## config.mk

```make
export PLATFORM = sky130hd
export DESIGN_NAME = cpu_top
export DESIGN_NICKNAME = d
export VERILOG_FILES = /design/src/logic/cpu_pkg.sv /design/src/logic/cpu_decode.sv /design/src/logic/cpu_sequencer.sv /design/src/logic/cpu_alu.sv /design/src/logic/cpu_regfile.sv /design/src/logic/cpu_top.sv
export VERILOG_INCLUDE_DIRS = /design/src /design/src/logic
export SDC_FILE = /design/constraint.sdc
export NUM_CORES = 1
export LEC_CHECK = 0
export BUFFER_PORTS_ARGS = -buffer_cell sky130_fd_sc_hd__buf_2
export CAP_MARGIN = 20
export CORE_ASPECT_RATIO = 1.25
export CORE_MARGIN = 2
export CORE_UTILIZATION = 35
export CTS_BUF_LIST = sky130_fd_sc_hd__clkbuf_8
export DETAILED_ROUTE_END_ITERATION = 16
export GPL_ROUTABILITY_DRIVEN = 0
export PLACE_DENSITY = 0.54
export SETUP_SLACK_MARGIN = 0.2
export SLEW_MARGIN = 20
export SYNTH_ARGS = -nofsm -noshare
export SYNTH_HDL_FRONTEND = slang
export SYNTH_SLANG_ARGS = --single-unit
```

## constraint.sdc

```tcl
create_clock -name CLK -period 4.84 [get_ports CLK]
set_input_delay 1.452 -clock CLK [delete_from_list [all_inputs] [get_ports CLK]]
set_output_delay 1.452 -clock CLK [all_outputs]
set_load 0.05 [all_outputs]
```

## src/logic/cpu_cfg.svh

```systemverilog
`ifndef CPU_CFG_SVH
`define CPU_CFG_SVH

// ----------------------------------------------------------------------
// Bus widths
// ----------------------------------------------------------------------

`define CPU_DATA_W          8
`define CPU_ADDR_W          16

// ----------------------------------------------------------------------
// Vectors and opcodes the sequencer treats specially
// ----------------------------------------------------------------------

// Low byte of the reset target, high byte follows
`define CPU_RESET_VECTOR    16'hFFFC
`define CPU_OP_JMP_ABS      8'h4C

// Bit positions in P
`define CPU_FLAG_N          7
`define CPU_FLAG_V          6
`define CPU_FLAG_Z          1
`define CPU_FLAG_C          0

`endif

```

## src/logic/cpu_pkg.sv

```systemverilog
`include "cpu_cfg.svh"

package cpu_pkg;

    // ------------------------------------------------------------------
    // Two views of one opcode byte
    // ------------------------------------------------------------------

    typedef struct packed {
        logic [2:0] aaa;        // Operation within group
        logic [2:0] bbb;        // Addressing mode
        logic [1:0] cc;         // Instruction group
    } op_grp_t;

    typedef struct packed {
        logic [1:0] flag;       // 00 N, 01 V, 10 C, 11 Z
        logic       want;       // Taken when flag equals this
        logic [4:0] pattern;    // 5'b10000 marks a branch
    } op_br_t;

    typedef union packed {
        op_grp_t grp;
        op_br_t  br;
    } opcode_u;

    typedef enum logic [2:0] {
        IMPLIED, IMMEDIATE, ZERO_PAGE, ABSOLUTE, RELATIVE, JUMP
    } addr_mode_e;

    typedef enum logic [3:0] {
        ALU_OR, ALU_AND, ALU_EOR, ALU_ADC, ALU_PASS, ALU_CMP, ALU_SBC,
        ALU_INC, ALU_DEC, ALU_SET_C, ALU_CLR_C, ALU_CLR_V
    } alu_op_e;

    typedef enum logic [1:0] {REG_A, REG_X, REG_Y, REG_S} reg_sel_e;

    typedef struct packed {
        opcode_u    opcode;
        addr_mode_e mode;
        alu_op_e    alu_op;
        reg_sel_e   src_a;
        reg_sel_e   src_b;      // Ignored when use_mem is set
        logic       use_mem;    // Operand b from the data bus
        reg_sel_e   dst;
        logic       reg_wr;
        logic       flag_wr;
        logic       is_store;
    } ctrl_t;

    typedef struct packed {
        logic [`CPU_DATA_W-1:0] a;
        logic [`CPU_DATA_W-1:0] x;
        logic [`CPU_DATA_W-1:0] y;
        logic [`CPU_DATA_W-1:0] s;
    } regs_t;

    typedef struct packed {
        logic [`CPU_DATA_W-1:0] result;
        logic [`CPU_DATA_W-1:0] p;      // Flags after the operation
    } alu_out_t;

endpackage

```

## src/logic/cpu_decode.sv

```systemverilog
`timescale 1ns/1ps
`include "cpu_cfg.svh"

module cpu_decode (
    input  logic [`CPU_DATA_W-1:0] din,
    output cpu_pkg::ctrl_t         ctrl
);

    cpu_pkg::opcode_u    op;
    cpu_pkg::addr_mode_e mem_mode;
    cpu_pkg::reg_sel_e   idx;        // X for cc=10, Y for cc=00
    logic                is_st;      // aaa=100 stores in every group
    logic                mem_ok;     // Supported operand mode

    // Implied instruction with register operands
    function automatic cpu_pkg::ctrl_t imp(input cpu_pkg::alu_op_e f,
                                           input cpu_pkg::reg_sel_e b,
                                           input cpu_pkg::reg_sel_e d,
                                           input logic fw);
        cpu_pkg::ctrl_t r;
        r = '0;
        r.alu_op  = f;
        r.src_b   = b;
        r.dst     = d;
        r.reg_wr  = !(f inside {cpu_pkg::ALU_SET_C, cpu_pkg::ALU_CLR_C, cpu_pkg::ALU_CLR_V});
        r.flag_wr = fw;
        return r;
    endfunction

    assign op    = din;
    assign is_st = (op.grp.aaa == 3'b100);
    assign idx   = (op.grp.cc == 2'b10) ? cpu_pkg::REG_X : cpu_pkg::REG_Y;

    always_comb begin
        case (op.grp.bbb)
            3'b001:  mem_mode = cpu_pkg::ZERO_PAGE;
            3'b011:  mem_mode = cpu_pkg::ABSOLUTE;
            default: mem_mode = cpu_pkg::IMMEDIATE;
        endcase
        // Immediate sits at bbb=010 in group one, bbb=000 for LDX/LDY
        mem_ok = (op.grp.bbb == 3'b001) || (op.grp.bbb == 3'b011) ||
                 (!is_st && op.grp.bbb == ((op.grp.cc == 2'b01) ? 3'b010 : 3'b000));
    end

    always_comb begin
        ctrl        = '0;
        ctrl.alu_op = cpu_pkg::ALU_PASS;
        if (op.br.pattern == 5'b10000) begin
            ctrl.mode = cpu_pkg::RELATIVE;                  // Bxx
        end else if (din == `CPU_OP_JMP_ABS) begin
            ctrl.mode = cpu_pkg::JUMP;
        end else if (op.grp.cc == 2'b01 && mem_ok) begin
            ctrl.mode     = mem_mode;                       // Group one, A is operand a
            ctrl.use_mem  = !is_st;
            ctrl.reg_wr   = !is_st && (op.grp.aaa != 3'b110);
            ctrl.flag_wr  = !is_st;
            ctrl.is_store = is_st;
            case (op.grp.aaa)
                3'b000:  ctrl.alu_op = cpu_pkg::ALU_OR;
                3'b001:  ctrl.alu_op = cpu_pkg::ALU_AND;
                3'b010:  ctrl.alu_op = cpu_pkg::ALU_EOR;
                3'b011:  ctrl.alu_op = cpu_pkg::ALU_ADC;
                3'b110:  ctrl.alu_op = cpu_pkg::ALU_CMP;
                3'b111:  ctrl.alu_op = cpu_pkg::ALU_SBC;
                default: ctrl.alu_op = cpu_pkg::ALU_PASS;   // STA, LDA
            endcase
        end else if (op.grp.cc != 2'b11 && op.grp.aaa[2:1] == 2'b10 && mem_ok) begin
            ctrl.mode     = mem_mode;                       // LDX/LDY/STX/STY
            ctrl.src_b    = idx;
            ctrl.dst      = idx;
            ctrl.use_mem  = !is_st;
            ctrl.reg_wr   = !is_st;
            ctrl.flag_wr  = !is_st;
            ctrl.is_store = is_st;
        end else begin
            case (din)
                8'hAA: ctrl = imp(cpu_pkg::ALU_PASS, cpu_pkg::REG_A, cpu_pkg::REG_X, 1'b1);
                8'hA8: ctrl = imp(cpu_pkg::ALU_PASS, cpu_pkg::REG_A, cpu_pkg::REG_Y, 1'b1);
                8'h8A: ctrl = imp(cpu_pkg::ALU_PASS, cpu_pkg::REG_X, cpu_pkg::REG_A, 1'b1);
                8'h98: ctrl = imp(cpu_pkg::ALU_PASS, cpu_pkg::REG_Y, cpu_pkg::REG_A, 1'b1);
                8'h9A: ctrl = imp(cpu_pkg::ALU_PASS, cpu_pkg::REG_X, cpu_pkg::REG_S, 1'b0);
                8'hBA: ctrl = imp(cpu_pkg::ALU_PASS, cpu_pkg::REG_S, cpu_pkg::REG_X, 1'b1);
                8'hE8: ctrl = imp(cpu_pkg::ALU_INC, cpu_pkg::REG_X, cpu_pkg::REG_X, 1'b1);
                8'hC8: ctrl = imp(cpu_pkg::ALU_INC, cpu_pkg::REG_Y, cpu_pkg::REG_Y, 1'b1);
                8'hCA: ctrl = imp(cpu_pkg::ALU_DEC, cpu_pkg::REG_X, cpu_pkg::REG_X, 1'b1);
                8'h88: ctrl = imp(cpu_pkg::ALU_DEC, cpu_pkg::REG_Y, cpu_pkg::REG_Y, 1'b1);
                8'h18: ctrl = imp(cpu_pkg::ALU_CLR_C, cpu_pkg::REG_A, cpu_pkg::REG_A, 1'b1);
                8'h38: ctrl = imp(cpu_pkg::ALU_SET_C, cpu_pkg::REG_A, cpu_pkg::REG_A, 1'b1);
                8'hB8: ctrl = imp(cpu_pkg::ALU_CLR_V, cpu_pkg::REG_A, cpu_pkg::REG_A, 1'b1);
                default: ;                                  // Two-cycle no-op
            endcase
        end
        ctrl.opcode = op;
    end

endmodule

```

## src/logic/cpu_sequencer.sv

```systemverilog
`timescale 1ns/1ps
`include "cpu_cfg.svh"

module cpu_sequencer (
    input  logic                   CLK,
    input  logic                   RESET,
    input  logic                   ce,
    input  logic [`CPU_DATA_W-1:0] din,
    input  cpu_pkg::ctrl_t         dec_ctrl,
    input  logic [`CPU_DATA_W-1:0] p,
    input  cpu_pkg::alu_out_t      alu_out,
    output cpu_pkg::ctrl_t         ctrl,
    output logic                   exec,
    output logic [`CPU_ADDR_W-1:0] addr,
    output logic [`CPU_ADDR_W-1:0] wr_addr,
    output logic [`CPU_DATA_W-1:0] dout,
    output logic                   wreq
);

    typedef enum logic [3:0] {
        RST_LO, RST_HI, RST_JMP, FETCH, ZP, ABS_LO, ABS_HI, EXEC,
        REL, REL_TAKEN, REL_CROSS
    } state_e;

    state_e                 state;
    logic [`CPU_ADDR_W-1:0] pc;
    logic [`CPU_ADDR_W-1:0] ea;          // Effective address
    logic [`CPU_DATA_W-1:0] tmp;         // Low byte of vector or operand
    logic                   wreq_q;
    logic                   flag;
    logic [`CPU_ADDR_W-1:0] pc_inc;
    logic [`CPU_ADDR_W-1:0] pc_rel;

    assign pc_inc  = pc + 1'b1;
    assign pc_rel  = pc_inc + {{(`CPU_ADDR_W-`CPU_DATA_W){din[`CPU_DATA_W-1]}}, din};
    assign addr    = (state == EXEC && (ctrl.mode == cpu_pkg::ZERO_PAGE ||
                      ctrl.mode == cpu_pkg::ABSOLUTE)) ? ea : pc;
    assign wr_addr = ea;                 // Held through the next FETCH
    assign exec    = (state == EXEC) && ce;
    assign wreq    = wreq_q && ce;       // No write while frozen

    // Branch condition from the br view of the opcode
    always_comb begin
        case (ctrl.opcode.br.flag)
            2'b00:   flag = p[`CPU_FLAG_N];
            2'b01:   flag = p[`CPU_FLAG_V];
            2'b10:   flag = p[`CPU_FLAG_C];
            default: flag = p[`CPU_FLAG_Z];
        endcase
    end

    // ------------------------------------------------------------------
    // Cycle FSM and PC
    // ------------------------------------------------------------------

    always_ff @(posedge CLK) begin
        if (RESET) begin
            state  <= RST_LO;
            pc     <= '0;
            ctrl   <= '0;
            wreq_q <= 1'b0;
        end else if (ce) begin
            wreq_q <= 1'b0;                                 // One-cycle write pulse
            case (state)
                RST_LO: begin
                    pc    <= `CPU_RESET_VECTOR;
                    state <= RST_HI;
                end
                RST_HI: begin
                    pc    <= pc_inc;                        // Vector high byte next
                    state <= RST_JMP;
                end
                RST_JMP: begin
                    pc    <= {din, tmp};
                    state <= FETCH;
                end
                FETCH: begin
                    ctrl <= dec_ctrl;
                    pc   <= pc_inc;
                    case (dec_ctrl.mode)
                        cpu_pkg::ZERO_PAGE:               state <= ZP;
                        cpu_pkg::ABSOLUTE, cpu_pkg::JUMP: state <= ABS_LO;
                        cpu_pkg::RELATIVE:                state <= REL;
                        default:                          state <= EXEC;
                    endcase
                end
                ZP, ABS_LO: begin
                    pc    <= pc_inc;
                    state <= (state == ZP) ? EXEC : ABS_HI;
                end
                ABS_HI: begin
                    pc    <= (ctrl.mode == cpu_pkg::JUMP) ? {din, tmp} : pc_inc;
                    state <= (ctrl.mode == cpu_pkg::JUMP) ? FETCH : EXEC;
                end
                EXEC: begin
                    if (ctrl.mode == cpu_pkg::IMMEDIATE)
                        pc <= pc_inc;                       // Step past operand
                    wreq_q <= ctrl.is_store;
                    state  <= FETCH;
                end
                REL: begin
                    if (flag == ctrl.opcode.br.want) begin
                        pc    <= pc_rel;
                        state <= (pc_rel[`CPU_ADDR_W-1:`CPU_DATA_W] !=
                                  pc_inc[`CPU_ADDR_W-1:`CPU_DATA_W]) ? REL_CROSS : REL_TAKEN;
                    end else begin
                        pc    <= pc_inc;
                        state <= FETCH;
                    end
                end
                REL_CROSS: state <= REL_TAKEN;              // Page fix-up cycle
                default:   state <= FETCH;                  // REL_TAKEN
            endcase
        end
    end

    // Address and store data path
    always_ff @(posedge CLK) begin
        if (ce) begin
            case (state)
                RST_HI, ABS_LO: tmp <= din;
                ZP:     ea <= {{(`CPU_ADDR_W-`CPU_DATA_W){1'b0}}, din};
                ABS_HI: ea <= {din, tmp};
                EXEC:   dout <= alu_out.result;             // Used only with wreq
                default: ;
            endcase
        end
    end

endmodule

```

## src/logic/cpu_alu.sv

```systemverilog
`timescale 1ns/1ps
`include "cpu_cfg.svh"

module cpu_alu (
    input  cpu_pkg::ctrl_t         ctrl,
    input  cpu_pkg::regs_t         regs,
    input  logic [`CPU_DATA_W-1:0] p,
    input  logic [`CPU_DATA_W-1:0] din,
    output cpu_pkg::alu_out_t      alu_out
);

    logic [`CPU_DATA_W-1:0] a;
    logic [`CPU_DATA_W-1:0] b;
    logic [`CPU_DATA_W-1:0] bb;          // b, inverted for subtract
    logic [`CPU_DATA_W-1:0] res;
    logic [`CPU_DATA_W-1:0] np;
    logic [`CPU_DATA_W:0]   sum;
    logic                   cin;
    logic                   nz;          // Update N and Z from res

    function automatic logic [`CPU_DATA_W-1:0] pick(input cpu_pkg::regs_t r,
                                                    input cpu_pkg::reg_sel_e s);
        case (s)
            cpu_pkg::REG_A: return r.a;
            cpu_pkg::REG_X: return r.x;
            cpu_pkg::REG_Y: return r.y;
            default:        return r.s;
        endcase
    endfunction

    always_comb begin
        a   = pick(regs, ctrl.src_a);
        b   = ctrl.use_mem ? din : pick(regs, ctrl.src_b);
        bb  = (ctrl.alu_op inside {cpu_pkg::ALU_SBC, cpu_pkg::ALU_CMP}) ? ~b : b;
        cin = (ctrl.alu_op == cpu_pkg::ALU_CMP) ? 1'b1 : p[`CPU_FLAG_C];
        sum = {1'b0, a} + {1'b0, bb} + cin;                 // Shared adder
        res = b;
        np  = p;
        nz  = 1'b1;
        case (ctrl.alu_op)
            cpu_pkg::ALU_OR:  res = a | b;
            cpu_pkg::ALU_AND: res = a & b;
            cpu_pkg::ALU_EOR: res = a ^ b;
            cpu_pkg::ALU_ADC, cpu_pkg::ALU_SBC: begin
                res                = sum[`CPU_DATA_W-1:0];
                np[`CPU_FLAG_C]    = sum[`CPU_DATA_W];      // Carry, or no borrow
                np[`CPU_FLAG_V]    = (a[`CPU_DATA_W-1] == bb[`CPU_DATA_W-1]) &&
                                     (sum[`CPU_DATA_W-1] != a[`CPU_DATA_W-1]);
            end
            cpu_pkg::ALU_CMP: begin
                res             = sum[`CPU_DATA_W-1:0];     // a - b, flags only
                np[`CPU_FLAG_C] = sum[`CPU_DATA_W];
            end
            cpu_pkg::ALU_INC: res = b + 1'b1;
            cpu_pkg::ALU_DEC: res = b - 1'b1;
            cpu_pkg::ALU_SET_C: {np[`CPU_FLAG_C], nz} = 2'b10;
            cpu_pkg::ALU_CLR_C: {np[`CPU_FLAG_C], nz} = 2'b00;
            cpu_pkg::ALU_CLR_V: {np[`CPU_FLAG_V], nz} = 2'b00;
            default: ;                                      // PASS
        endcase
        if (nz) begin
            np[`CPU_FLAG_N] = res[`CPU_DATA_W-1];
            np[`CPU_FLAG_Z] = (res == '0);
        end
        alu_out.result = res;
        alu_out.p      = np;
    end

endmodule

```

## src/logic/cpu_regfile.sv

```systemverilog
`timescale 1ns/1ps
`include "cpu_cfg.svh"

module cpu_regfile (
    input  logic                   CLK,
    input  logic                   RESET,
    input  logic                   exec,
    input  cpu_pkg::ctrl_t         ctrl,
    input  cpu_pkg::alu_out_t      alu_out,
    output cpu_pkg::regs_t         regs,
    output logic [`CPU_DATA_W-1:0] p
);

    // ------------------------------------------------------------------
    // Write-back at the end of EXEC
    // ------------------------------------------------------------------

    always_ff @(posedge CLK) begin
        if (RESET) begin
            regs <= '0;
            p    <= '0;
        end else if (exec) begin
            if (ctrl.reg_wr) begin
                case (ctrl.dst)
                    cpu_pkg::REG_A: regs.a <= alu_out.result;
                    cpu_pkg::REG_X: regs.x <= alu_out.result;
                    cpu_pkg::REG_Y: regs.y <= alu_out.result;
                    default:        regs.s <= alu_out.result;   // TXS only
                endcase
            end
            if (ctrl.flag_wr)
                p <= alu_out.p;                             // New N V Z C
        end
    end

endmodule

```

## src/logic/cpu_top.sv

```systemverilog
`timescale 1ns/1ps
`include "cpu_cfg.svh"

module cpu_top (
    input  logic                   CLK,
    input  logic                   RESET,
    input  logic                   ce,          // Low freezes the core
    output logic [`CPU_ADDR_W-1:0] addr,
    input  logic [`CPU_DATA_W-1:0] din,
    output logic [`CPU_DATA_W-1:0] dout,
    output logic [`CPU_ADDR_W-1:0] wr_addr,
    output logic                   wreq
);

    cpu_pkg::ctrl_t         dec_ctrl;           // Decoded from din in FETCH
    cpu_pkg::ctrl_t         ctrl;               // Latched instruction
    logic                   exec;
    cpu_pkg::regs_t         regs;
    logic [`CPU_DATA_W-1:0] p;
    cpu_pkg::alu_out_t      alu_out;

    cpu_decode u_decode (
        .din  (din),
        .ctrl (dec_ctrl)
    );

    cpu_sequencer u_sequencer (
        .CLK      (CLK),
        .RESET    (RESET),
        .ce       (ce),
        .din      (din),
        .dec_ctrl (dec_ctrl),
        .p        (p),
        .alu_out  (alu_out),
        .ctrl     (ctrl),
        .exec     (exec),
        .addr     (addr),
        .wr_addr  (wr_addr),
        .dout     (dout),
        .wreq     (wreq)
    );

    cpu_alu u_alu (
        .ctrl    (ctrl),
        .regs    (regs),
        .p       (p),
        .din     (din),
        .alu_out (alu_out)
    );

    cpu_regfile u_regfile (
        .CLK     (CLK),
        .RESET   (RESET),
        .exec    (exec),
        .ctrl    (ctrl),
        .alu_out (alu_out),
        .regs    (regs),
        .p       (p)
    );

endmodule

```

* Yosys cells after proc, flatten, opt, wreduce, memory -nomap -nowiden
Index checks and enable logic that the tools add are counted.
Operators by class: reductions and logical operators 46, add/subtract/negate cells 6, shifts and indexed selects 0, mux-type cells 39, multiply operators 0, bitwise gates (word level) 6, div/mod/pow operators 0, order comparisons 0, eq/ne operators 69
Operators with widths (number):
- $pmux 14 s13 | 1
- $pmux 16 s6 | 1
- $eq 8x8->1 const B | 11
- $mux 16 | 4
- $pmux 8 s3 | 2
- $pmux 8 s6 | 1
- $pmux 16 s2 | 1
- $eq 4x3->1 const B | 7
- $mux 14 | 2
- $pmux 4 s7 | 1
- $eq 4x4->1 const B | 6
- $mux 8 | 3
- $reduce_and 3->1 | 8
- $eq 3x2->1 const B | 7
- $eq 3x3->1 const B | 6
- $pmux 3 s6 | 1
- $add 16x1->16 const B | 1
- $add 16x16->16 | 1
- $eq 4x2->1 const B | 4
- $eq 2x2->1 const B | 6
- $mux 3 | 4
- $pmux 4 s3 | 1
- $eq 2x1->1 const B | 5
- $mux 2 | 5
- 42 further kinds | 77
Word-level totals: bits in latches 0, ROM bits 0, output and inout port bits 41, input port bits 11, register bits after elaboration 114, logic and storage cells 189, memory bits (writable) 0, memories 0

* Longest topological paths before layout
Gate-level depths: netlist (run 1).
depth in word-level cells 14, gate-level depth with buffers 16, mapped depth without buffers 15

* Cells and area by module
Synthesis (run 1) repeated with hierarchy kept, for this count alone.
Unflattened totals: cells, all modules 1043, area total of the unflattened synthesis 9285.2 um^2
By module, submodules not included:
- cpu_sequencer | area an instance 4752.1 um^2, seq. area each 1881.8 um^2, cells an instance 526, times used 1
- cpu_alu | area an instance 2097.0 um^2, seq. area each 0.0 um^2, cells an instance 263, times used 1
- cpu_regfile | area an instance 1679.1 um^2, seq. area each 800.8 um^2, cells an instance 154, times used 1
- cpu_decode | area an instance 757.0 um^2, seq. area each 0.0 um^2, cells an instance 100, times used 1

* Worst setup path before layout (run 1)
OpenSTA, ideal clock, no wires.
path kind input to register, from input din[0], to register u_regfile.p[7], path slack 0.459 ns, library setup time 0.115 ns, data required time 4.725 ns, data arrival time 4.266 ns, stages 13, buffers on the path 2, cells stage by stage clkbuf_1 mux2i_1 xnor2_1 fa_1 a211oi_1 o21bai_1 a2111o_1 a21o_1 a31oi_1 and4b_1 clkbuf_1 inv_1 o21a_1
RTL lines:
- from (decl) | RTL line cpu_top.sv:9 | input logic [`CPU_DATA_W-1:0] din,
- to (signal assigned) | RTL line cpu_regfile.sv:32 | p <= alu_out.p;
- to (decl) | RTL line cpu_regfile.sv:11 | output logic [`CPU_DATA_W-1:0] p

* Final worst setup path (run 1)
from register u_sequencer.pc[1], to register u_sequencer.state[1]
On the way: longest elaborated chain between the ends 6
Ends and longest elaborated chain:
- from (decl) | RTL line cpu_sequencer.sv:26 | logic [`CPU_ADDR_W-1:0] pc;
- from (signal assigned) | RTL line cpu_sequencer.sv:66 | pc <= `CPU_RESET_VECTOR;
- from (signal assigned) | RTL line cpu_sequencer.sv:70 | pc <= pc_inc;
- from (signal assigned) | RTL line cpu_sequencer.sv:74 | pc <= {din, tmp};
- $add 16x1->16 (*) | RTL line cpu_sequencer.sv:34 | assign pc_inc = pc + 1'b1;
- $add 16x16->16 | RTL line cpu_sequencer.sv:35 | assign pc_rel = pc_inc + {{(`CPU_ADDR_W-`CPU_DATA_W){din[`CPU_DATA_W-1]}}, din};
- $ne 8x8->1 (*) | RTL line cpu_sequencer.sv:104 | state <= (pc_rel[`CPU_ADDR_W-1:`CPU_DATA_W] !=
- $mux 2 (*) | RTL line cpu_sequencer.sv:104
- $mux 4 (*) | RTL line cpu_sequencer.sv:102 | if (flag == ctrl.opcode.br.want) begin
- $pmux 4 s7 (*) | RTL line cpu_sequencer.sv:64 | case (state)
- to (signal assigned) | RTL line cpu_sequencer.sv:89 | state <= (state == ZP) ? EXEC : ABS_HI;
- to (signal assigned) | RTL line cpu_sequencer.sv:93 | state <= (ctrl.mode == cpu_pkg::JUMP) ? FETCH : EXEC;
- to (signal assigned) | RTL line cpu_sequencer.sv:104
- to (decl) | RTL line cpu_sequencer.sv:25 | state_e state;
Mark *: on every way between the ends. The rest lies on a longest branch, timed or not. A chain may end at the register's enable or synchronous reset.

==> metrics.cfg, run 1 <==
[timing]
hold_viol=0
worst_pin_slew_ns=1.08
setup_tns_ns=0
setup_viol=0
timing.fmax_mhz=236
relSlewSlack=0.276
fin_crit_sh=0.874
finalMaxSlewViolations=0
finalClockSkew_ns=0.0208
period_minus_slack_ns=4.23
rsz0062_at_grt=no

[worst_setup_path]
cp.required_ns=5.14
crit_start=u_sequencer.pc[1]$_SDFFE_PP0P_
cp_max_fo=6
cpMaxStageDelayCell=or4b_1
cp-start-kind=flip-flop
arrival_ns=4.53
path_delay_family=simple AND/OR/NAND/NOR gates
crit_path_cell_trace=ha_1 > nand3_2 > nor2_2 > nand3_1 > xor2_1 > inv_1 > ha_1 > o21ai_0 > nor2_1 > a2111oi_0 > o211ai_1 > xor2_1 > nor4_2 > or4b_1 > o211a_1
endpoint_kind=flip-flop
endpoint=u_sequencer.state[1]$_SDFFE_PP0P_
reg2reg_depth=15
cp_num_cells=15
path_buf_inv=1
r2r-end=u_sequencer.state[1]$_SDFFE_PP0P_
reg2reg_slack_ns=0.61
path_class=flip-flop to flip-flop
max_stage_delay_ns=0.48
worstReg2RegStart=u_sequencer.pc[1]$_SDFFE_PP0P_

[synth]
netlist_area_sq_mm=0.00815
synth_area_leaders=dfxtp_1 (18%), edfxtp_1 (12%), ha_1 (7.4%)
synth-seq-area-share=0.302
synth-adder-area-share=0.0835
netlist_instances=966
synthXorXnorAreaFrac=0.0548
yosysTopAreaCellShare=0.184
synth_top_cell_by_area=dfxtp_1
synth_top_family_by_area=compound AO/OA/AOI/OAI gates
synth_most_common_cell=nor2_1
yosys.cell_types.count=86
synth_seq_cells=107
synth_compound_area_frac=0.216
syn_nets=1029
yosysWarnings=0
synth_simple_gate_area_frac=0.199
synthFlopType=dfxtp_1
async_flop_share=0
synthMuxAreaShare=0.0944
ys_top_cells_by_count=nor2_1 (124), dfxtp_1 (75), nand2_1 (72)
synth_edf_count=32
syn_area_per_cell_sq_um=8.43

[finish]
antennaDiodeCount=0
syn2layout_area_growth_pct=11.4
final_layout_size_suffix_gt1_frac=0.153
layout.cells.non_filler=1297
fillers=2406
nets=1067
ff_latch_area_sq_mm=0.00246
multi_input_area_sq_mm=0.00532

[power_and_ir_drop]
p_leak_nw=3.66
ir_drop_v=0.000124
design_power_total_mw=2.06
power_density_mw_per_mm2=227

[route]
wl_per_cell_um=19.3
drt_wl_total_mm=25.0
vias_per_cell=5.68
drt_first_pass_iters=5
post-route-drc-count=0
vias=7368
ant_nets=0
drt_iter0_drc=388

[clock_tree]
cts_buffer_depth=2
cts_hold_buf=0
cts_root_buf=clkbuf_8
numCtsBuffers=9
cts_resized=0
post_cts_buffers=0
clkTransAtPathRegs_ns=0.12
clock-sinks=107
cts_max_level=3
cts_tree=built
clock_latency_ns=0.39

[floorplanning]
pin_count=52
die_area_sq_mm=0.0245
start_util=0.355
die_x_um=140
core_area_sq_mm=0.0230
die_h_um=175
placementRows=62

[place]
dpl.cell_count=1281
port_buffers=51
post-dp-hpwl_mm=18.8

[global_routing]
grt_pass1_vias=7153
antenna_found_initial=0
overflow=0
grt_pass1_wl_mm=39.2
grt_util_all_layers=0.203
grt_max_degree=40

[outcome]
status=complete, no violations

[worst_hold_path]
worstHoldStart=u_regfile.regs[13]$_SDFFE_PP0P_
hp-class=flip-flop to flip-flop

[job]
maxCapViolations=0

==> metal layers <==
metal / global-route usage / wire [um] / vias up
li1: - / - / 3605
met1: 0.234 / 10400 / 3552
met2: 0.374 / 12900 / 168
met3: 0.0219 / 739 / 43
met4: 0.0929 / 956 / 0
met5: 0 / 0 / -
==> layout make-up <==
| cell class | count | area share |
|---|---|---|
| tap | 288 | 0.0397 |
| inverter | 49 | 0.0203 |
| clock inverter | 7 | 0.0124 |
| sequential | 107 | 0.271 |
| timing repair buffer | 85 | 0.0562 |
| multi-input combinational | 752 | 0.586 |
| clock buffer | 9 | 0.0136 |
==> report_power, final <==
group | switching, mW | total (mW) | internal [mW]
logic | 0.286 | 0.458 | 0.171
clock network | 0.376 | 0.639 | 0.263
registers | 0.0259 | 0.966 | 0.940
total | 0.688 | 2.06 | 1.37
==> worst register-to-register path, stage by stage, from the launching register on <==
cell and delay, ns:
dfxtp_1 0.43, ha_1 0.24, nand3_2 0.12, nor2_2 0.33
nand3_1 0.14, xor2_1 0.26, inv_1 0.10, ha_1 0.37
o21ai_0 0.34, nor2_1 0.06, a2111oi_0 0.43, o211ai_1 0.20
xor2_1 0.19, nor4_2 0.32, or4b_1 0.48, o211a_1 0.14
==> registers in the layout (all words and copies together) (netlist names) <==
| name | flops |
|---|---|
| u_sequencer.pc | 16 |
| u_sequencer.wr_addr | 16 |
| u_sequencer.wreq_q | 1 |
| u_regfile.p | 4 |
| u_sequencer.ctrl | 18 |
| u_sequencer.tmp | 8 |
| u_sequencer.dout | 8 |
| u_regfile.regs | 32 |
| u_sequencer.state | 4 |
==> through the flow <==
step	worst slack [ns]	util	hold slack, ns	cell area [sq um]
2_1_floorplan	0.459	-	0.433	8150
5_1_grt	0.369	0.395	0.475	9080
4_1_cts	0.614	0.395	0.466	9080
6_report	0.608	0.395	0.467	9080
3_5_place_dp	0.366	0.385	0.448	8840
3_3_place_gp	0.338	0.385	0.440	8840
==> cell families (layout without fill, tap and decap cells) <==
family / count (synthesis) / in the layout
AO/OA/AOI/OAI: 259 / 259
AND/OR/NAND/NOR: 331 / 331
XOR/XNOR: 47 / 47
multiplexers: 63 / 63
flip-flops: 107 / 107
adder cells (fa/ha/maj): 52 / 52
buffers and inverters: 107 / 150
==> how the worst min path moves through the flow <==
stage / endpoint / slack [ns] / cells after the start
4_1_cts: u_regfile.regs[12]$_SDFFE_PP0P_ / 0.47 / 2
5_1_grt: u_regfile.regs[11]$_SDFFE_PP0P_ / 0.47 / 2
3_5_place_dp: u_regfile.regs[12]$_SDFFE_PP0P_ / 0.45 / 2
3_3_place_gp: u_regfile.regs[12]$_SDFFE_PP0P_ / 0.44 / 2
6_report: u_regfile.regs[13]$_SDFFE_PP0P_ / 0.47 / 2
2_1_floorplan: u_regfile.regs[11]$_SDFFE_PP0P_ / 0.43 / 2
==> cells in the final DEF (no fill, tap or decap), types with 26 or more instances in the layout <==
cell type  Yosys  final
o21ai_0       48     48
buf_4          0     34
inv_1         47     47
dfxtp_1       75     75
edfxtp_1      32     32
buf_2          2     51
a21oi_1       69     69
nor3_1        28     26
xnor2_1       34     34
nand2_1       72     72
ha_1          48     48
mux2i_1       33     33
nor2_1       124    124
No activity file was read; power rests on OpenSTA's default activity.
==> run 2, diff against run 1 <==
--- a/config.mk
+++ b/config.mk
@@ -6,17 +6,18 @@
 export SDC_FILE = /design/constraint.sdc
 export NUM_CORES = 1
 export LEC_CHECK = 0
-export BUFFER_PORTS_ARGS = -buffer_cell sky130_fd_sc_hd__buf_2
 export CAP_MARGIN = 20
 export CORE_ASPECT_RATIO = 1.25
 export CORE_MARGIN = 2
 export CORE_UTILIZATION = 35
 export CTS_BUF_LIST = sky130_fd_sc_hd__clkbuf_8
 export DETAILED_ROUTE_END_ITERATION = 16
+export DONT_BUFFER_PORTS = 1
 export GPL_ROUTABILITY_DRIVEN = 0
-export PLACE_DENSITY = 0.54
+export PLACE_DENSITY = 0.52
 export SETUP_SLACK_MARGIN = 0.2
 export SLEW_MARGIN = 20
 export SYNTH_ARGS = -nofsm -noshare
 export SYNTH_HDL_FRONTEND = slang
+export SYNTH_HIERARCHICAL = 1
 export SYNTH_SLANG_ARGS = --single-unit
==> run 2 against run 1 <==
Net effect: synthesized cell count rose by 3.3%; global-route usage shrank 0.60 points; via count about the same; combinational power shrank 9.2%; total power shrank 5.6%; clock skew decreased by 0.0070 ns; count of clock-buffer cells in the layout is the same; largest cell class unchanged.
==> metrics.cfg, run 2 <==
[outcome]
status=complete, no violations

[finish]
reg_top3=u_regfile/regs x32, u_sequencer/ctrl x20
layout_commonest_cell=a21oi_1
final_layout_size_suffix_gt1_frac=0.133  ; -0.0192
mostFrequentLayoutCells=a21oi_1 (87), nor2_1 (80), nand2_1 (79)
largest_reg_flops=32  ; unchanged
fin_util=0.372  ; -0.0231
syn2layout_area_growth_pct=5.16
ff_latch_area_sq_mm=0.00250  ; +1.7%
fillers=2573  ; +6.9%
regMostFlops=u_regfile/regs
multi_input_area_sq_mm=0.00591  ; +11%
antennaDiodeCount=0  ; unchanged
nets=1032  ; -3.3%

[worst_setup_path]
crit_path_cell_trace=mux2_4 > inv_4 > xnor2_1 > fa_1 > inv_1 > fa_1 > nor4bb_1 > a31oi_1 > o22ai_1 > a211oi_1 > nand3b_1 > or4_1 > or4_4 > o21ai_2 > nand3_1 > a21oi_1
cpMaxStageDelayCell=fa_1
path_class=primary input to flip-flop
endpoint_kind=flip-flop
worstReg2RegStart=u_sequencer/ctrl[6]$_SDFFE_PP0P_
cp_max_fo=13  ; +7
cp-start-kind=primary input
max_stage_delay_ns=0.51  ; +0.03 ns
path_buf_inv=2  ; +1
crit_start=din[0]
path_delay_family=simple AND/OR/NAND/NOR gates
arrival_ns=4.71  ; +0.18 ns
cpMostUsedCell=fa_1
cp.required_ns=5.17  ; +0.03 ns

[timing]
timing.fmax_mhz=229  ; -3.3%
worst_pin_slew_ns=0.959  ; -0.123 ns
rsz0062_at_grt=no
relSlewSlack=0.356  ; +0.0804
whs_ns=0.470  ; +0.00304 ns
finalMaxSlewViolations=0  ; unchanged
period_minus_slack_ns=4.38  ; +0.143 ns
fin_crit_sh=0.904  ; +0.0296
setup_tns_ns=0  ; unchanged
setup_viol=0  ; unchanged
finalClockSkew_ns=0.0137  ; -0.00704 ns
final.setup.worst_slack_ns=0.464  ; -0.143 ns
hold_viol=0  ; unchanged

[global_routing]
grt_pass1_wl_mm=41.2  ; +5.2%
grt_max_degree=86  ; +110%
overflow=0  ; unchanged
grt_pass1_vias=7417  ; +3.7%
grt_util_all_layers=0.197  ; -0.00603
antenna_found_initial=0  ; unchanged

[synth]
netlist_instances=998  ; +3.3%
yosysWarnings=6  ; +6
syn_area_per_cell_sq_um=8.91  ; +5.7%
netlist_area_sq_mm=0.00889  ; +9.2%

[route]
ant_nets=0  ; unchanged
drt_iter0_drc=451  ; +16%
drt_wl_total_mm=26.3  ; +5.2%
wl_met2_mm=13.3  ; +3.3%
post-route-drc-count=0  ; unchanged
vias_per_cell=5.63  ; -0.84%
drt_first_pass_iters=5  ; unchanged
wl_met1_mm=10.6  ; +2.3%
route.met3.wl_mm=1.31  ; +77%
top_layer=met4
vias=7374  ; +0.081%
wl_per_cell_um=20.1  ; +4.2%

[clock_tree]
numCtsBuffers=9  ; unchanged
cts_hold_buf=0  ; unchanged
clock-sinks=109  ; +1.9%
clock_latency_ns=0.40  ; about the same
cts_max_level=3  ; unchanged
cts_buffer_depth=2  ; unchanged
clkTransAtPathRegs_ns=0.11  ; about the same
cts_root_buf=clkbuf_8
cts_tree=built

[floorplanning]
pin_count=52  ; unchanged
die_h_um=182  ; +4.4%
core_area_sq_mm=0.0251  ; +9.4%
placementRows=65  ; +4.8%
die_area_sq_mm=0.0267  ; +8.9%
die_x_um=147  ; +4.4%
start_util=0.354  ; -0.000893

[place]
port_buffers=0  ; -100%
post-dp-hpwl_mm=18.9  ; +0.65%
place_ws_ns=0.0933  ; -0.272 ns

[power_and_ir_drop]
power_density_mw_per_mm2=208  ; -8.4%
p_leak_nw=3.58  ; -2.0%
design_power_total_mw=1.95  ; -5.6%
ir_drop_v=0.000116  ; -6.5%

[job]
maxCapViolations=0  ; unchanged

[worst_hold_path]
worstHoldStart=u_sequencer/ctrl[0]$_SDFFE_PP0P_
hp-class=flip-flop to flip-flop

-- run 2: through the flow --
stage               instances  instance area (sq um)
floorplan                 999                   8900
global placement         1293                   9180
detailed placement       1293                   9180
CTS                      1309                   9350
global route             1309                   9350
finish                   1309                   9350
-- run 2: timing repair --
| action | 4_1_cts | 5_1_grt |
|---|---|---|
| endpoints found under the setup margin | 0 | 1 |
| endpoints found under the hold margin | 0 | 0 |
| setup buffers | 0 | 0 |
| gates resized for setup | 0 | 1 |
-- run 2: final timing paths --
path	slack [ns]	end	cells after the start
max	0.46	u_regfile/p[1]$_SDFFE_PP0P_	16
min	0.47	u_sequencer/ctrl[0]$_SDFFE_PP0P_	2
max reg2reg	0.54	u_regfile/p[1]$_SDFFE_PP0P_	17
min reg2reg	0.47	u_sequencer/ctrl[0]$_SDFFE_PP0P_	2
-- run 2: power by group --
part           internal, mW  total [mW]  switching [mW]
clock network         0.190       0.544           0.354
registers             0.955       0.985          0.0300
logic                 0.166       0.416           0.251
-- run 2: area by class of cell --
class | count | area share
multi-input combinational | 783 | 0.632
sequential | 109 | 0.268
tap | 335 | 0.0448
timing repair buffer | 26 | 0.0209
inverter | 40 | 0.0163
clock buffer | 9 | 0.0132
clock inverter | 7 | 0.00522
-- run 2: routing by layer --
metal,GRT usage,vias up
li1,-,3557
met1,0.224,3557
met2,0.357,211
met3,0.0300,49
met4,0.0959,0
met5,0,-
-- run 2: tightest hold or removal path: stages (launching register included) --
cell     delay (ns)
dfxtp_1        0.33
nand2_1        0.05
a21oi_1        0.05
==> run 3, diff against run 2 <==
--- a/config.mk
+++ b/config.mk
@@ -7,7 +7,6 @@
 export NUM_CORES = 1
 export LEC_CHECK = 0
 export CAP_MARGIN = 20
-export CORE_ASPECT_RATIO = 1.25
 export CORE_MARGIN = 2
 export CORE_UTILIZATION = 35
 export CTS_BUF_LIST = sky130_fd_sc_hd__clkbuf_8
==> run 3 against run 2 <==
Net effect: worst setup slack better by 0.024 ns; sequential power increased by 0.6%; register-to-register slack lost 0.05 ns; critical path depth is 1 higher; utilization rose by 0.29 points; non-clock buffer count is 1 higher; count of clock-buffer cells in the layout rose by 1; cell count fell by 0.31%; clock skew grew 0.0073 ns; sequential share of layout area is 0.11 points lower; wire length rose by 0.36%; highest routed layer unchanged.
==> metrics.cfg, run 3 (synthesized netlist as in run 2, its figures left out) <==
[clock_tree]
cts_tree=built
clkTransAtPathRegs_ns=0.13  ; +0.02 ns
cts_buffer_depth=2  ; unchanged
cts_max_level=3  ; unchanged
cts_hold_buf=0  ; unchanged
clock_latency_ns=0.40  ; about the same
cts_root_buf=clkbuf_8
clock-sinks=109  ; unchanged
numCtsBuffers=9  ; unchanged

[finish]
layout_commonest_cell=a21oi_1
fillers=2590  ; +0.66%
regMostFlops=u_regfile/regs
final_layout_size_suffix_gt1_frac=0.137  ; +0.00397
mostFrequentLayoutCells=a21oi_1 (87), nor2_1 (80), nand2_1 (79)
reg_top3=u_regfile/regs x32, u_sequencer/ctrl x20
largest_reg_flops=32  ; unchanged
syn2layout_area_growth_pct=5.58
nets=1033  ; +0.097%
antennaDiodeCount=0  ; unchanged
layout.cells.non_filler=1305  ; -0.31%

[power_and_ir_drop]
power_density_mw_per_mm2=212  ; +1.8%
ir_drop_v=0.000136  ; +17%
p_leak_nw=3.60  ; +0.54%

[global_routing]
grt_util_all_layers=0.198  ; +0.00177
grt_max_degree=86  ; unchanged
grt_pass1_vias=7057  ; -4.9%
antenna_found_initial=0  ; unchanged
grt_pass1_wl_mm=41.0  ; -0.57%
overflow=0  ; unchanged

[place]
dpl.cell_count=1289  ; -0.31%
post-dp-hpwl_mm=18.7  ; -0.77%
port_buffers=0  ; unchanged

[floorplanning]
die_x_um=163  ; +11%
die_h_um=163  ; -10%
die_area_sq_mm=0.0267  ; about the same
placementRows=58  ; -11%
pin_count=52  ; unchanged
start_util=0.355  ; +0.00133
core_area_sq_mm=0.0250  ; -0.37%

[timing]
worst_pin_slew_ns=0.934  ; -0.0253 ns
hold_viol=0  ; unchanged
finalMaxSlewViolations=0  ; unchanged
setup_tns_ns=0  ; unchanged
rsz0062_at_grt=no
fin_crit_sh=0.899  ; -0.00501
period_minus_slack_ns=4.35  ; -0.0242 ns
finalClockSkew_ns=0.0211  ; +0.00732 ns
setup_viol=0  ; unchanged
relSlewSlack=0.376  ; +0.0194
timing.fmax_mhz=230  ; +0.56%

[worst_setup_path]
endpoint_kind=flip-flop
cpMaxStageDelayCell=mux4_2
cp-start-kind=flip-flop
arrival_ns=4.69  ; -0.02 ns
cp_max_fo=6  ; -7
path_class=flip-flop to flip-flop
crit_path_cell_trace=mux4_2 > mux2_4 > inv_4 > xnor2_1 > fa_1 > inv_1 > fa_1 > nor4bb_1 > a31oi_1 > o22ai_1 > a211oi_2 > nand3b_1 > or4_1 > or4_4 > o21ai_2 > nand3_1 > a21oi_1
max_stage_delay_ns=0.56  ; +0.05 ns
cpMostUsedCell=fa_1
cp.required_ns=5.18  ; about the same
reg2reg_depth=17  ; unchanged

[route]
drt_wl_total_mm=26.4  ; +0.36%
vias_per_cell=5.59  ; -0.85%
post-route-drc-count=0  ; unchanged
wl_per_cell_um=20.2  ; +0.67%
ant_nets=0  ; unchanged
vias=7289  ; -1.2%
drt_first_pass_iters=4  ; -1
drt_iter0_drc=447  ; -0.89%

[worst_hold_path]
hp-class=flip-flop to flip-flop
whs_path_depth=2  ; unchanged

[job]
maxCapViolations=0  ; unchanged

[outcome]
status=complete, no violations

run 3: changes by cell type in the layout (fill, tap and decap cells not counted), sizes merged:
cell	change
inv	+2
clkinv	-3
buf	+1
clkbuf	+1
run 3: path summary, 6_finish.rpt:
path                                        to  slack (ns)                              start
max                u_regfile/p[1]$_SDFFE_PP0P_        0.49   u_sequencer/ctrl[6]$_SDFFE_PP0P_
min reg2reg  u_sequencer/ctrl[14]$_SDFFE_PP0P_        0.47  u_sequencer/ctrl[14]$_SDFFE_PP0P_
min          u_sequencer/ctrl[14]$_SDFFE_PP0P_        0.47  u_sequencer/ctrl[14]$_SDFFE_PP0P_
max reg2reg        u_regfile/p[1]$_SDFFE_PP0P_        0.49   u_sequencer/ctrl[6]$_SDFFE_PP0P_
run 3: report_power, final:
group	internal, mW	leakage (nW)	switching (mW)
logic	0.166	2.58	0.248
registers	0.955	0.919	0.0360
clock network	0.215	0.101	0.368
run 3: metrics by stage:
step                      power (mW)  utilization  hold slack (ns)  worst slack (ns)  cell area [sq um]
final                           1.99        0.375            0.472             0.489               9390
after global routing            2.08        0.375            0.508             0.227               9390
after CTS                       2.01        0.375            0.469             0.326               9390
after detailed placement        1.42        0.367            0.452            0.0792               9190
after global placement          1.42        0.367            0.440            0.0955               9190
after floorplan                 1.36            -            0.433             0.349               8900
run 3: final cells by class:
class	instances	area [sq um]	area share
tap	330	413	0.0440
timing repair buffer	27	203	0.0216
clock inverter	6	60.1	0.00639
sequential	109	2500	0.267
clock buffer	10	138	0.0147
multi-input combinational	783	5920	0.631
inverter	40	153	0.0163
run 3: per-layer routing:
| layer | GRT usage | up-vias | part of all wire |
|---|---|---|---|
| met5 | 0 | - | 0 |
| met4 | 0.0358 | 0 | 0.0084 |
| met3 | 0.0264 | 17 | 0.051 |
| met2 | 0.326 | 172 | 0.47 |
| met1 | 0.280 | 3551 | 0.47 |
| li1 | - | 3549 | - |
run 3: critical path, delay by kind of cell, from the launching register on:
family,cells,cell delay [ns]
simple gates,5,1.11
mux,2,0.87
compound gates,5,0.79
fa+ha+maj,2,0.75
flops,1,0.47
xor+xnor,1,0.15
buf+inv,2,0.14
run 3: timing repair:
| item | 4_1_cts | 5_1_grt |
|---|---|---|
| setup endpoints to repair | 0 | 1 |
| resized for setup | 0 | 2 |
| buffers inserted | 0 | 0 |
